File: src/source/slot_reel_pkg.sv
package slot_reel_pkg;

    // ----------------------------------------------------------
    // Reel geometry, all in display lines
    // ----------------------------------------------------------
    localparam int NUM_REELS    = 3;
    localparam int NUM_SYMBOLS  = 7;

    // 64-line symbol art drawn at 2x
    localparam int SYMBOL_PITCH = 128;
    localparam int STRIP_HEIGHT = NUM_SYMBOLS * SYMBOL_PITCH;

    // Window is 430 lines tall, centre row starts halfway down
    localparam int MIDDLE_ROW_TOP = 215;
    localparam int CENTER_OFFSET  = MIDDLE_ROW_TOP - (SYMBOL_PITCH / 2);

    // Advance per frame tick
    localparam int FAST_STEP = 24;
    localparam int SLOW_STEP = 12;

    // ----------------------------------------------------------
    // Types
    // ----------------------------------------------------------
    typedef logic [2:0] symbol_t;
    typedef logic [9:0] offset_t;
    typedef logic [2:0] lap_count_t;

    typedef enum logic [2:0] {
        IDLE,
        ALL_SPIN,
        REEL1_STOP,
        REEL2_STOP,
        REEL3_STOP
    } spin_state_t;

    // ----------------------------------------------------------
    // Strip contents and lap counts
    // ----------------------------------------------------------
    // Reel 0 runs in symbol order, the other two are shuffled
    // so that neighbouring symbols never differ by one
    localparam symbol_t REEL_STRIP [NUM_REELS][NUM_SYMBOLS] = '{
        '{3'd0, 3'd1, 3'd2, 3'd3, 3'd4, 3'd5, 3'd6},
        '{3'd3, 3'd0, 3'd6, 3'd2, 3'd4, 3'd1, 3'd5},
        '{3'd2, 3'd5, 3'd0, 3'd3, 3'd6, 3'd1, 3'd4}
    };

    // Reel 0 is released as soon as the spin starts, so it gets
    // an extra lap to make the spin visible before it brakes
    // Reels 1 and 2 have already been spinning while the reel
    // before them ran its laps, two more are enough
    localparam lap_count_t REEL_LAPS [NUM_REELS] = '{3'd3, 3'd2, 3'd2};

endpackage

File: src/source/spin_sequencer.sv
`timescale 1ns/1ns

module spin_sequencer (
    input  logic                                                  clk,
    input  logic                                                  reset_n,
    input  logic                                                  vsync,
    input  logic                                                  start_spin,
    input  slot_reel_pkg::symbol_t [slot_reel_pkg::NUM_REELS-1:0] final_symbol,
    input  logic [slot_reel_pkg::NUM_REELS-1:0]                   laps_done,
    input  logic [slot_reel_pkg::NUM_REELS-1:0]                   stopped,
    output logic                                                  frame_tick,
    output logic                                                  spin_start,
    output logic [slot_reel_pkg::NUM_REELS-1:0]                   reel_release,
    output slot_reel_pkg::symbol_t [slot_reel_pkg::NUM_REELS-1:0] target_symbol,
    output logic                                                  done,
    output logic [2:0]                                            state_led
);

    logic                      vsync_prev;
    slot_reel_pkg::spin_state_t state;
    slot_reel_pkg::spin_state_t state_next;

    // ----------------------------------------------------------
    // Frame tick from vsync falling edge
    // ----------------------------------------------------------
    always_ff @(posedge clk, negedge reset_n) begin
        if (!reset_n) begin
            vsync_prev <= 1'b1;
            frame_tick <= 1'b0;
        end else begin
            vsync_prev <= vsync;
            frame_tick <= vsync_prev & ~vsync;
        end
    end

    // ----------------------------------------------------------
    // Spin state machine
    // ----------------------------------------------------------
    assign spin_start = frame_tick && (state == slot_reel_pkg::IDLE) && start_spin;

    always_comb begin
        state_next = state;
        done       = 1'b0;
        if (frame_tick) begin
            case (state)
                slot_reel_pkg::IDLE: begin
                    if (start_spin) begin
                        state_next = slot_reel_pkg::ALL_SPIN;
                    end
                end
                slot_reel_pkg::ALL_SPIN: begin
                    if (laps_done[0]) begin
                        state_next = slot_reel_pkg::REEL1_STOP;
                    end
                end
                slot_reel_pkg::REEL1_STOP: begin
                    if (laps_done[1]) begin
                        state_next = slot_reel_pkg::REEL2_STOP;
                    end
                end
                slot_reel_pkg::REEL2_STOP: begin
                    if (laps_done[2]) begin
                        state_next = slot_reel_pkg::REEL3_STOP;
                    end
                end
                slot_reel_pkg::REEL3_STOP: begin
                    // Reel 2 is the last to settle, the others stopped long before
                    if (&stopped) begin
                        state_next = slot_reel_pkg::IDLE;
                        done       = 1'b1;
                    end
                end
                default: state_next = slot_reel_pkg::IDLE;
            endcase
        end
    end

    always_ff @(posedge clk, negedge reset_n) begin
        if (!reset_n) begin
            state <= slot_reel_pkg::IDLE;
        end else begin
            state <= state_next;
        end
    end

    // Reels capture their stop offset on the start tick itself
    assign target_symbol = final_symbol;

    // One reel released per state, in order
    assign reel_release[0] = (state == slot_reel_pkg::ALL_SPIN);
    assign reel_release[1] = (state == slot_reel_pkg::REEL1_STOP);
    assign reel_release[2] = (state == slot_reel_pkg::REEL2_STOP);

    always_comb begin
        case (state)
            slot_reel_pkg::ALL_SPIN:   state_led = 3'b100;
            slot_reel_pkg::REEL1_STOP: state_led = 3'b101;
            slot_reel_pkg::REEL2_STOP: state_led = 3'b001;
            slot_reel_pkg::REEL3_STOP: state_led = 3'b110;
            default:                   state_led = 3'b000;
        endcase
    end

endmodule

File: src/source/reel_mechanism.sv
`timescale 1ns/1ns

module reel_mechanism #(
    parameter int REEL_INDEX = 0
) (
    input  logic                   clk,
    input  logic                   reset_n,
    input  logic                   frame_tick,
    input  logic                   spin_start,
    input  logic                   reel_release,
    input  slot_reel_pkg::symbol_t target_symbol,
    output slot_reel_pkg::offset_t offset,
    output logic                   laps_done,
    output logic                   stopped
);

    typedef enum logic [1:0] {
        REEL_STOPPED,
        REEL_FAST,
        REEL_BRAKE
    } reel_mode_t;

    reel_mode_t                 mode;
    slot_reel_pkg::lap_count_t  laps_left;
    slot_reel_pkg::offset_t     stop_offset;
    slot_reel_pkg::offset_t     stop_offset_calc;
    slot_reel_pkg::offset_t     fast_next;
    slot_reel_pkg::offset_t     slow_next;
    logic [2:0]                 target_pos;
    logic [10:0]                stop_raw;
    logic [10:0]                brake_dist;
    logic                       fast_wrap;
    logic                       brake_arrive;

    // Step forward along the strip, wrapping at its length
    function automatic slot_reel_pkg::offset_t advance(slot_reel_pkg::offset_t base,
                                                       int step);
        logic [10:0] sum;
        sum = 11'(base) + 11'(step);
        if (sum >= 11'(slot_reel_pkg::STRIP_HEIGHT)) begin
            sum = sum - 11'(slot_reel_pkg::STRIP_HEIGHT);
        end
        return slot_reel_pkg::offset_t'(sum);
    endfunction

    // ----------------------------------------------------------
    // Stop offset from target symbol
    // ----------------------------------------------------------
    // Inverse lookup of the target on this reel's strip
    always_comb begin
        target_pos = '0;
        for (int i = 0; i < slot_reel_pkg::NUM_SYMBOLS; i++) begin
            if (slot_reel_pkg::REEL_STRIP[REEL_INDEX][i] == target_symbol) begin
                target_pos = 3'(i);
            end
        end
    end

    // Back off so the target lands in the centre row
    assign stop_raw = 11'(target_pos) * 11'(slot_reel_pkg::SYMBOL_PITCH)
                    + 11'(slot_reel_pkg::STRIP_HEIGHT - slot_reel_pkg::CENTER_OFFSET);

    assign stop_offset_calc = (stop_raw >= 11'(slot_reel_pkg::STRIP_HEIGHT))
                            ? slot_reel_pkg::offset_t'(stop_raw
                                                       - 11'(slot_reel_pkg::STRIP_HEIGHT))
                            : slot_reel_pkg::offset_t'(stop_raw);

    always_ff @(posedge clk) begin
        if (spin_start) begin
            stop_offset <= stop_offset_calc;
        end
    end

    // ----------------------------------------------------------
    // Motion
    // ----------------------------------------------------------
    assign fast_next = advance(offset, slot_reel_pkg::FAST_STEP);
    assign slow_next = advance(offset, slot_reel_pkg::SLOW_STEP);
    assign fast_wrap = (fast_next < offset);

    // Forward distance still to go while braking
    assign brake_dist = (stop_offset >= offset)
                      ? 11'(stop_offset) - 11'(offset)
                      : 11'(stop_offset) + 11'(slot_reel_pkg::STRIP_HEIGHT) - 11'(offset);

    assign brake_arrive = (brake_dist <= 11'(slot_reel_pkg::SLOW_STEP));

    assign laps_done = frame_tick && (mode == REEL_FAST) && reel_release
                    && fast_wrap && (laps_left == '0);

    assign stopped = (mode == REEL_STOPPED);

    always_ff @(posedge clk, negedge reset_n) begin
        if (!reset_n) begin
            mode      <= REEL_STOPPED;
            offset    <= '0;
            laps_left <= '0;
        end else if (frame_tick) begin
            case (mode)
                REEL_STOPPED: begin
                    if (spin_start) begin
                        mode      <= REEL_FAST;
                        laps_left <= slot_reel_pkg::REEL_LAPS[REEL_INDEX];
                    end
                end
                REEL_FAST: begin
                    offset <= fast_next;
                    // Laps only count once the sequencer lets this reel go
                    if (reel_release && fast_wrap) begin
                        if (laps_left == '0) begin
                            mode <= REEL_BRAKE;
                        end else begin
                            laps_left <= laps_left - 1'b1;
                        end
                    end
                end
                REEL_BRAKE: begin
                    if (brake_arrive) begin
                        offset <= stop_offset;
                        mode   <= REEL_STOPPED;
                    end else begin
                        offset <= slow_next;
                    end
                end
                default: mode <= REEL_STOPPED;
            endcase
        end
    end

endmodule

File: src/source/reel_window_decoder.sv
`timescale 1ns/1ns

module reel_window_decoder (
    input  logic                                                  clk,
    input  logic                                                  reset_n,
    input  slot_reel_pkg::offset_t [slot_reel_pkg::NUM_REELS-1:0] reel_offset,
    output slot_reel_pkg::symbol_t [slot_reel_pkg::NUM_REELS-1:0] center_symbol
);

    logic [slot_reel_pkg::NUM_REELS-1:0][10:0] row_sum;
    slot_reel_pkg::offset_t [slot_reel_pkg::NUM_REELS-1:0] row_line;
    logic [slot_reel_pkg::NUM_REELS-1:0][2:0] row_pos;

    // Strip line at the top of the centre row, then its symbol slot
    always_comb begin
        for (int r = 0; r < slot_reel_pkg::NUM_REELS; r++) begin
            row_sum[r] = 11'(reel_offset[r]) + 11'(slot_reel_pkg::MIDDLE_ROW_TOP);
            if (row_sum[r] >= 11'(slot_reel_pkg::STRIP_HEIGHT)) begin
                row_line[r] = slot_reel_pkg::offset_t'(row_sum[r]
                                                       - 11'(slot_reel_pkg::STRIP_HEIGHT));
            end else begin
                row_line[r] = slot_reel_pkg::offset_t'(row_sum[r]);
            end
            row_pos[r] = 3'(row_line[r] / slot_reel_pkg::SYMBOL_PITCH);
        end
    end

    // Reset value matches offset 0
    always_ff @(posedge clk, negedge reset_n) begin
        if (!reset_n) begin
            for (int r = 0; r < slot_reel_pkg::NUM_REELS; r++) begin
                center_symbol[r] <= slot_reel_pkg::REEL_STRIP[r][slot_reel_pkg::MIDDLE_ROW_TOP
                                                                 / slot_reel_pkg::SYMBOL_PITCH];
            end
        end else begin
            for (int r = 0; r < slot_reel_pkg::NUM_REELS; r++) begin
                center_symbol[r] <= slot_reel_pkg::REEL_STRIP[r][row_pos[r]];
            end
        end
    end

endmodule

File: src/source/slot_reel_top.sv
`timescale 1ns/1ns

module slot_reel_top (
    input  logic                                                  clk,
    input  logic                                                  reset_n,
    input  logic                                                  vsync,
    input  logic                                                  start_spin,
    input  slot_reel_pkg::symbol_t [slot_reel_pkg::NUM_REELS-1:0] final_symbol,
    output slot_reel_pkg::offset_t [slot_reel_pkg::NUM_REELS-1:0] reel_offset,
    output slot_reel_pkg::symbol_t [slot_reel_pkg::NUM_REELS-1:0] center_symbol,
    output logic                                                  done,
    output logic [2:0]                                            state_led
);

    logic                                                  frame_tick;
    logic                                                  spin_start;
    logic [slot_reel_pkg::NUM_REELS-1:0]                   reel_release;
    logic [slot_reel_pkg::NUM_REELS-1:0]                   laps_done;
    logic [slot_reel_pkg::NUM_REELS-1:0]                   stopped;
    slot_reel_pkg::symbol_t [slot_reel_pkg::NUM_REELS-1:0] target_symbol;

    // ----------------------------------------------------------
    // Sequencer
    // ----------------------------------------------------------
    spin_sequencer i_sequencer (
        .clk           (clk),
        .reset_n       (reset_n),
        .vsync         (vsync),
        .start_spin    (start_spin),
        .final_symbol  (final_symbol),
        .laps_done     (laps_done),
        .stopped       (stopped),
        .frame_tick    (frame_tick),
        .spin_start    (spin_start),
        .reel_release  (reel_release),
        .target_symbol (target_symbol),
        .done          (done),
        .state_led     (state_led)
    );

    // ----------------------------------------------------------
    // One mechanism per reel
    // ----------------------------------------------------------
    for (genvar i = 0; i < slot_reel_pkg::NUM_REELS; i++) begin : g_reel
        reel_mechanism #(
            .REEL_INDEX (i)
        ) i_reel (
            .clk           (clk),
            .reset_n       (reset_n),
            .frame_tick    (frame_tick),
            .spin_start    (spin_start),
            .reel_release  (reel_release[i]),
            .target_symbol (target_symbol[i]),
            .offset        (reel_offset[i]),
            .laps_done     (laps_done[i]),
            .stopped       (stopped[i])
        );
    end

    // Centre row readout
    reel_window_decoder i_decoder (
        .clk           (clk),
        .reset_n       (reset_n),
        .reel_offset   (reel_offset),
        .center_symbol (center_symbol)
    );

endmodule

File: config.mk
export PLATFORM = sky130hd
export DESIGN_NAME = slot_reel_top
export DESIGN_NICKNAME = d
export VERILOG_FILES = /design/src/source/slot_reel_pkg.sv /design/src/source/spin_sequencer.sv /design/src/source/reel_mechanism.sv /design/src/source/reel_window_decoder.sv /design/src/source/slot_reel_top.sv
export SDC_FILE = /design/constraint.sdc
export NUM_CORES = 1
export LEC_CHECK = 0
export BUFFER_PORTS_ARGS = -buffer_cell sky130_fd_sc_hd__buf_2
export CORE_UTILIZATION = 45
export CTS_BUF_LIST = sky130_fd_sc_hd__clkbuf_8
export CTS_CLUSTER_DIAMETER = 100
export DETAILED_ROUTE_END_ITERATION = 8
export HOLD_SLACK_MARGIN = 0.08
export PLACE_DENSITY_LB_ADDON = 0.25
export SLEW_MARGIN = 20
export SYNTH_ARGS = -nofsm -noshare
export SYNTH_HDL_FRONTEND = slang
export SYNTH_HIERARCHICAL = 1
export SYNTH_SLANG_ARGS = --single-unit
File: constraint.sdc
create_clock -name clk -period 6.7 [get_ports clk]
set_input_delay 1.34 -clock clk [delete_from_list [all_inputs] [get_ports clk]]
set_output_delay 1.34 -clock clk [all_outputs]
set_load 0.02 [all_outputs]
Yosys cells after proc, flatten, opt, wreduce, memory -nomap -nowiden
Memory sizes are Yosys's and may differ from the RTL's. A register that Yosys moved wholly into a read port is not among the register bits.
Index checks and enable logic that the tools add are counted.
W data, S select, Z words.
{"block": "totals", "n_memories": 3, "output_inout_bits": 43, "elab_cells": 245, "rom_bits": 72, "regBits": 80, "inputBits": 13}
{"block": "op_classes", "magnitude_cmp": 21, "bitwise_logic": 5, "n_addsub": 36, "muxes": 73, "n_eq_ne": 46, "n_reduce_logical": 46}
{"name": "(no name shown)", "depth": 8, "word_bits": 3, "read_ports": 1, "rd_ports_with_merged_regs": 1, "write_ports": 0, "line_no": "reel_window_decoder.sv:37", "text": "center_symbol[r] <= slot_reel_pkg::REEL_STRIP[r][row_pos[r]];"}
{"name": "(no name shown)", "depth": 8, "word_bits": 3, "read_ports": 1, "rd_ports_with_merged_regs": 1, "write_ports": 0, "line_no": "reel_window_decoder.sv:37"}
{"name": "(no name shown)", "depth": 8, "word_bits": 3, "read_ports": 1, "rd_ports_with_merged_regs": 1, "write_ports": 0, "line_no": "reel_window_decoder.sv:37"}
{"operator": "$mux W10", "count": 15}
{"operator": "$ge A11 B10 Y1 const B", "count": 12}
{"operator": "$sub A10 B10 Y10 const B", "count": 12}
{"operator": "$mux W3", "count": 28}
{"operator": "$add A10 B10 Y11 const B", "count": 6}
{"operator": "$pmux W10 S2", "count": 3}
{"operator": "$add A10 B4 Y11 const B", "count": 3}
{"operator": "$add A10 B5 Y11 const B", "count": 3}
{"operator": "$add A10 B8 Y11 const B", "count": 3}
{"operator": "$le A11 B4 Y1 const B", "count": 3}
{"operator": "$mux W11", "count": 3}
{"operator": "$sub A10 B10 Y11", "count": 3}
{"operator": "$sub A11 B10 Y11", "count": 3}
{"operator": "$ge A10 B10 Y1", "count": 3}
{"operator": "$lt A10 B10 Y1", "count": 3}
{"operator": "$ne A2 B2 Y1 const B", "count": 15}
{"operator": "$reduce_and A5 Y1", "count": 6}
{"operator": "$eq A3 B3 Y1 const A", "count": 9}
{"operator": "$mux W2", "count": 10}
{"operator": "$logic_not A3 Y1", "count": 6}
{"operator": "$pmux W2 S3", "count": 3}
{"operator": "$pmux W3 S2", "count": 3}
{"operator": "$logic_and A1 B1 Y1", "count": 17}
{"operator": "$pmux W3 S5", "count": 1}
{"operator": "20 further kinds", "count": 54}

Depth between registers and ports, before layout
{"block": "logic_depth", "depth_word": 10, "mapped_depth": 20, "ltp_nobuf": 19}

Hierarchy
Netlist, hierarchy kept.
{"module": "reel_mechanism at g_reel[0].i_reel", "seq_area_each_um2": 440.4, "n_inst": 1, "cells_per_inst": 311, "area_each_um2": 2402.3}
{"module": "reel_mechanism at g_reel[1].i_reel", "seq_area_each_um2": 440.4, "n_inst": 1, "cells_per_inst": 301, "area_each_um2": 2369.8}
{"module": "reel_mechanism at g_reel[2].i_reel", "seq_area_each_um2": 440.4, "n_inst": 1, "cells_per_inst": 295, "area_each_um2": 2349.8}
{"module": "reel_window_decoder", "seq_area_each_um2": 229.0, "n_inst": 1, "cells_per_inst": 106, "area_each_um2": 948.4}
{"module": "spin_sequencer", "seq_area_each_um2": 126.4, "n_inst": 1, "cells_per_inst": 43, "area_each_um2": 394.1}

Least setup slack after synthesis
Ideal clock, no wire load.
{"block": "synth_timing", "kind": "register -> register", "startpoint": "register g_reel[0].i_reel.offset[4]", "endpoint": "register g_reel[0].i_reel.laps_left[2]", "arrival_time_ps": 3861, "setup_ps": 121, "t_required_ps": 6579, "stages_incl_launch_ff": 20, "synth_period_minus_slack_ps": 3982, "path_slack_ps": 2718, "n_path_buf": 1, "path_cell_list": "dfrtp_1 clkbuf_1 inv_1 ha_1 nor2b_1 xnor2_1 ha_1 inv_1 o21ai_0 a21oi_1 xnor2_1 ha_1 a21o_1 a21oi_1 o41ai_1 a211o_1 a21oi_1 o21a_1 inv_1 a22o_1"}
{"block": "synth_via", "elab_chain_len": 7}
{"item": "from (decl)", "line_no": "reel_mechanism.sv:12", "text": "output slot_reel_pkg::offset_t offset,"}
{"item": "from (signal assigned)", "line_no": "reel_mechanism.sv:107", "text": "offset <= fast_next;"}
{"item": "from (signal assigned)", "line_no": "reel_mechanism.sv:119", "text": "offset <= stop_offset;"}
{"item": "from (signal assigned)", "line_no": "reel_mechanism.sv:122", "text": "offset <= slow_next;"}
{"item": "$add A10 B5 Y11", "line_no": "reel_mechanism.sv:39", "text": "sum = 11'(base) + 11'(step);"}
{"item": "$sub A10 B10 Y10 / $ge A11 B10 Y1 (equally long branches)", "line_no": "reel_mechanism.sv:41, reel_mechanism.sv:40"}
{"item": "$mux W10", "line_no": "reel_mechanism.sv:40", "text": "if (sum >= 11'(slot_reel_pkg::STRIP_HEIGHT)) begin"}
{"item": "$lt A10 B10 Y1 (*)", "line_no": "reel_mechanism.sv:79", "text": "assign fast_wrap = (fast_next < offset);"}
{"item": "$logic_and A1 B1 Y1 (*)", "line_no": "reel_mechanism.sv:109", "text": "if (reel_release && fast_wrap) begin"}
{"item": "$ne A2 B2 Y1 (no source line) (*)"}
{"item": "$reduce_and A5 Y1 (no source line) (*)"}
{"item": "to (signal assigned)", "line_no": "reel_mechanism.sv:103", "text": "laps_left <= slot_reel_pkg::REEL_LAPS[REEL_INDEX];"}
{"item": "to (signal assigned)", "line_no": "reel_mechanism.sv:113", "text": "laps_left <= laps_left - 1'b1;"}
{"item": "to (decl)", "line_no": "reel_mechanism.sv:24", "text": "slot_reel_pkg::lap_count_t laps_left;"}
Mark *: on every way between the ends. The rest lies on a longest branch, timed or not.
A chain may end at the register's enable or synchronous reset.

Worst setup path in the final report
{"block": "layout_timing", "startpoint": "register g_reel[0].i_reel.offset[6]", "endpoint": "register g_reel[0].i_reel.mode[1]"}
{"block": "layout_via", "elab_chain_len": 7}
{"item": "$add A10 B5 Y11", "line_no": "reel_mechanism.sv:39"}
{"item": "$sub A10 B10 Y10 / $ge A11 B10 Y1 (equally long branches)", "line_no": "reel_mechanism.sv:41, reel_mechanism.sv:40"}
{"item": "$mux W10", "line_no": "reel_mechanism.sv:40"}
{"item": "$lt A10 B10 Y1", "line_no": "reel_mechanism.sv:79"}
{"item": "$logic_and A1 B1 Y1", "line_no": "reel_mechanism.sv:109"}
{"item": "$ne A2 B2 Y1 (no source line)"}
{"item": "$reduce_and A5 Y1 (no source line) (*)"}
{"item": "to (signal assigned)", "line_no": "reel_mechanism.sv:95", "text": "mode <= REEL_STOPPED;"}
{"item": "to (signal assigned)", "line_no": "reel_mechanism.sv:111", "text": "mode <= REEL_BRAKE;"}
{"item": "to (signal assigned)", "line_no": "reel_mechanism.sv:120", "text": "mode <= REEL_STOPPED;"}
{"item": "to (decl)", "line_no": "reel_mechanism.sv:23", "text": "reel_mode_t mode;"}
Marked as above.

==> metrics <==
status=finished with violations; violated checks=design-rule violations; reg-to-reg slack, setup=2.27 ns; RSZ-0062 raised after global routing=false; Core Area=18,200 sq um; RR Startpoint=g_reel[0].i_reel/offset[6]; CTS buffer count=9; PD cells=434 nW/um^2; Finished Layout Cells=1,300; Req. time, crit path=7.01 ns; Netlist Area Pre-Place=8460 sq um; Final Max Slew Viols=0; clk root buf=clkbuf_8; die outline width=139 microns; Synth Warn #=6; share of layout cells above drive strength 1=11.6%; DRT antenna net count=0; Slew @ Worst Pin=0.871 ns; vias in the first global route=7,040; Nets=1,193; maximum clock path buffer count=2; P_sw=1.99 mW; crit end category=register; crit path max fanout=22; synth unique cells=106; hold buffers post-CTS=0; Final Cycle Share=66.1%; leading area contributor after synthesis=ha_1; EDFF count, synth=9; DP Cell Count=1,284; multi-input combinational cell area=6070 sq um; Post-synth top cells=ha_1, inv_1, a21oi_1; Rows=49; DR vias/cell=5.84; Clock Power Share=11.0%; overall routing resource usage=21.9%; max-cap viol count=0; Seq pwr share=21.3%; drt initial violations=693; drt wl/cell=15.9 microns; Diodes inserted=0; dominant cells by area after synthesis=ha_1, dfrtp_1, inv_1; Startpoint Class=register; Worst EP arrival=4.74 ns; Max VDD drop=239 uV; io pins=56; largest net degree at the start of global routing=57; Max H-tree Level=3; Gate power share=67.7%; critical path class=reg -> reg; RD Place Congestion=0.822; Worst Reg2Reg Path Length in Cells=17; filler cell count=1,789; first-pass GRT wire length=35.0 mm; Sw Share=51.1%; die height=139 microns; Port Buffers=52; initial antenna violation count=0; Final Critical Period=4.43 ns; Syn Inst Count=1,056; clk slew on worst S/H paths=0.08 ns; Setup-failing EPs final=0; CTS tree=done; most frequent cell after synthesis=ha_1; Layout Skew=0.0130 ns; ys flop type=dfrtp_1; fraction of registers with async set/reset=86.2%; Detailed Route WL=20.6 mm; Hold Path Origin=i_sequencer/vsync_prev; Post-route DRC=3; Post-CTS Resized=0; sequential standard cell area=1680 sq um; grt ovf=0; Seq cells post-synth=65; top cell type's share of synthesized area=16.4%; Initial Util=46.5%; Detailed Place HPWL=15.0 mm; area delta synth->final=5.81%; post-CTS setup buffer count=0; later-pin clock latency in the skew report=0.38 ns; WHS Endpoint=i_sequencer/frame_tick; leak pwr=4.04 nW; Hold WC Path Type=reg -> reg; Seq/Total Area, Yosys=19.8%; Mapped Nets=1,183; Fmax=226 MHz; Hold Vio Cnt, Final=0; Mean Syn Cell Area=8.02 sq um; worst hold path stage count=1; Die Footprint=19,400 sq um; internal power=1.90 mW; clk sinks=65; DR vias=7,588; tightest slew margin relative to the limit=42.0%; DRT Pass-1 Iters=9; total negative slack=0 ns; R2R Path End=g_reel[0].i_reel/mode[1]
area by class of cell:
type | count | area share (%)
Multi-Input combinational cell | 829 | 67.7
Sequential cell | 65 | 18.7
Inverter | 105 | 4.40
Timing Repair Buffer | 56 | 3.24
Tap cell | 229 | 3.20
Clock buffer | 9 | 1.38
Clock inverter | 7 | 1.31
metrics by stage:
stage	worst slack, ns	area (sq um)	util [%]	power [mW]	hold slack (ns)
2_1_floorplan	2.72	8460	-	2.89	0.450
3_3_place_gp	2.51	8710	47.9	3.41	0.471
3_5_place_dp	2.41	8710	47.9	3.43	0.492
4_1_cts	2.37	8960	49.2	3.89	0.504
5_1_grt	1.92	8960	49.2	4.27	0.524
6_report	2.27	8960	49.2	3.89	0.501
registers in the layout, indices dropped and copies added, names as in the netlist:
signal	count
g_reel.i_reel/offset	27
g_reel.i_reel/laps_left	9
g_reel.i_reel/stop_offset	9
i_decoder/center_symbol	9
g_reel.i_reel/mode	6
i_sequencer/state	3
i_sequencer/frame_tick	1
i_sequencer/vsync_prev	1
kinds of logic (layout without fill, tap and decap cells):
| logic type | after synthesis | after routing | share of synthesized area [%] |
|---|---|---|---|
| XOR/XNOR | 54 | 54 | 5.59 |
| AO/OA/AOI/OAI | 326 | 326 | 26.2 |
| other | 3 | 3 | 0.133 |
| multiplexers | 28 | 28 | 3.44 |
| adder cells (fa/ha/maj) | 114 | 114 | 17.1 |
| AND/OR/NAND/NOR | 304 | 304 | 19.2 |
| flip-flops | 65 | 65 | 19.8 |
| buffers and inverters | 162 | 177 | 8.51 |
metal layers:
layer | track usage, % | up-vias | wire (microns)
met5 | 0 | - | 0
met4 | 4.97 | 0 | 243
met3 | 3.31 | 19 | 738
met2 | 34.6 | 174 | 9270
met1 | 31.2 | 3568 | 10400
li1 | - | 3827 | -
power by group through the flow:
stage	logic [mW]	clock network (mW)	registers, mW
floorplan	2.11	0	0.774
global placement	2.58	0	0.825
detailed placement	2.60	0	0.833
CTS	2.62	0.443	0.824
global route	2.95	0.458	0.863
finish	2.63	0.427	0.829
worst max-delay path by stage:
stage                                     startpoint                       endpoint  slack, ns  cells past startpoint
after floorplan           g_reel[0].i_reel/offset[4]  g_reel[0].i_reel/laps_left[2]       2.72                     19
after global placement    g_reel[0].i_reel/offset[6]  g_reel[0].i_reel/laps_left[2]       2.51                     17
after global routing      g_reel[1].i_reel/offset[4]       g_reel[1].i_reel/mode[0]       1.92                     18
final                     g_reel[0].i_reel/offset[6]       g_reel[0].i_reel/mode[1]       2.27                     17
after CTS                 g_reel[0].i_reel/offset[6]       g_reel[0].i_reel/mode[1]       2.37                     17
after detailed placement  g_reel[1].i_reel/offset[4]       g_reel[1].i_reel/mode[0]       2.41                     18
critical path, stage by stage (launching register included):
cell and delay [ns]:
dfrtp_1 0.87, ha_1 0.37, nor2b_1 0.23, xnor2_1 0.19
ha_1 0.28, inv_1 0.07, o21ai_0 0.16, a21oi_1 0.10
xnor2_1 0.23, ha_1 0.29, a21o_1 0.16, a21oi_1 0.14
o41ai_1 0.09, a211o_1 0.31, a21oi_1 0.40, nand3_1 0.20
a21oi_4 0.14, a2bb2oi_2 0.13
cell usage in the layout, fill, tap and decap left out, types with 5 or more instances in the layout:
master	instances
edfxtp_1	9
xor2_1	13
inv_1	100
clkbuf_8	9
o22ai_1	15
o21a_1	6
nand2_1	67
mux2_2	9
o221ai_1	7
a21o_1	15
mux2i_1	19
nand3_1	39
o211ai_1	15
nand4_1	9
a21oi_1	72
or3_1	5
xnor2_1	41
nand2b_1	14
and2_1	5
o211a_1	5
o31ai_1	8
nor2b_1	19
o21ai_0	67
a22oi_1	9
nor2_1	71
dfrtp_1	52
o21bai_1	6
o21ai_1	10
a31oi_1	19
ha_1	111
and3_1	13
nor3_1	15
a22o_1	8
buf_2	52
Power figures use the tool's default switching activity.
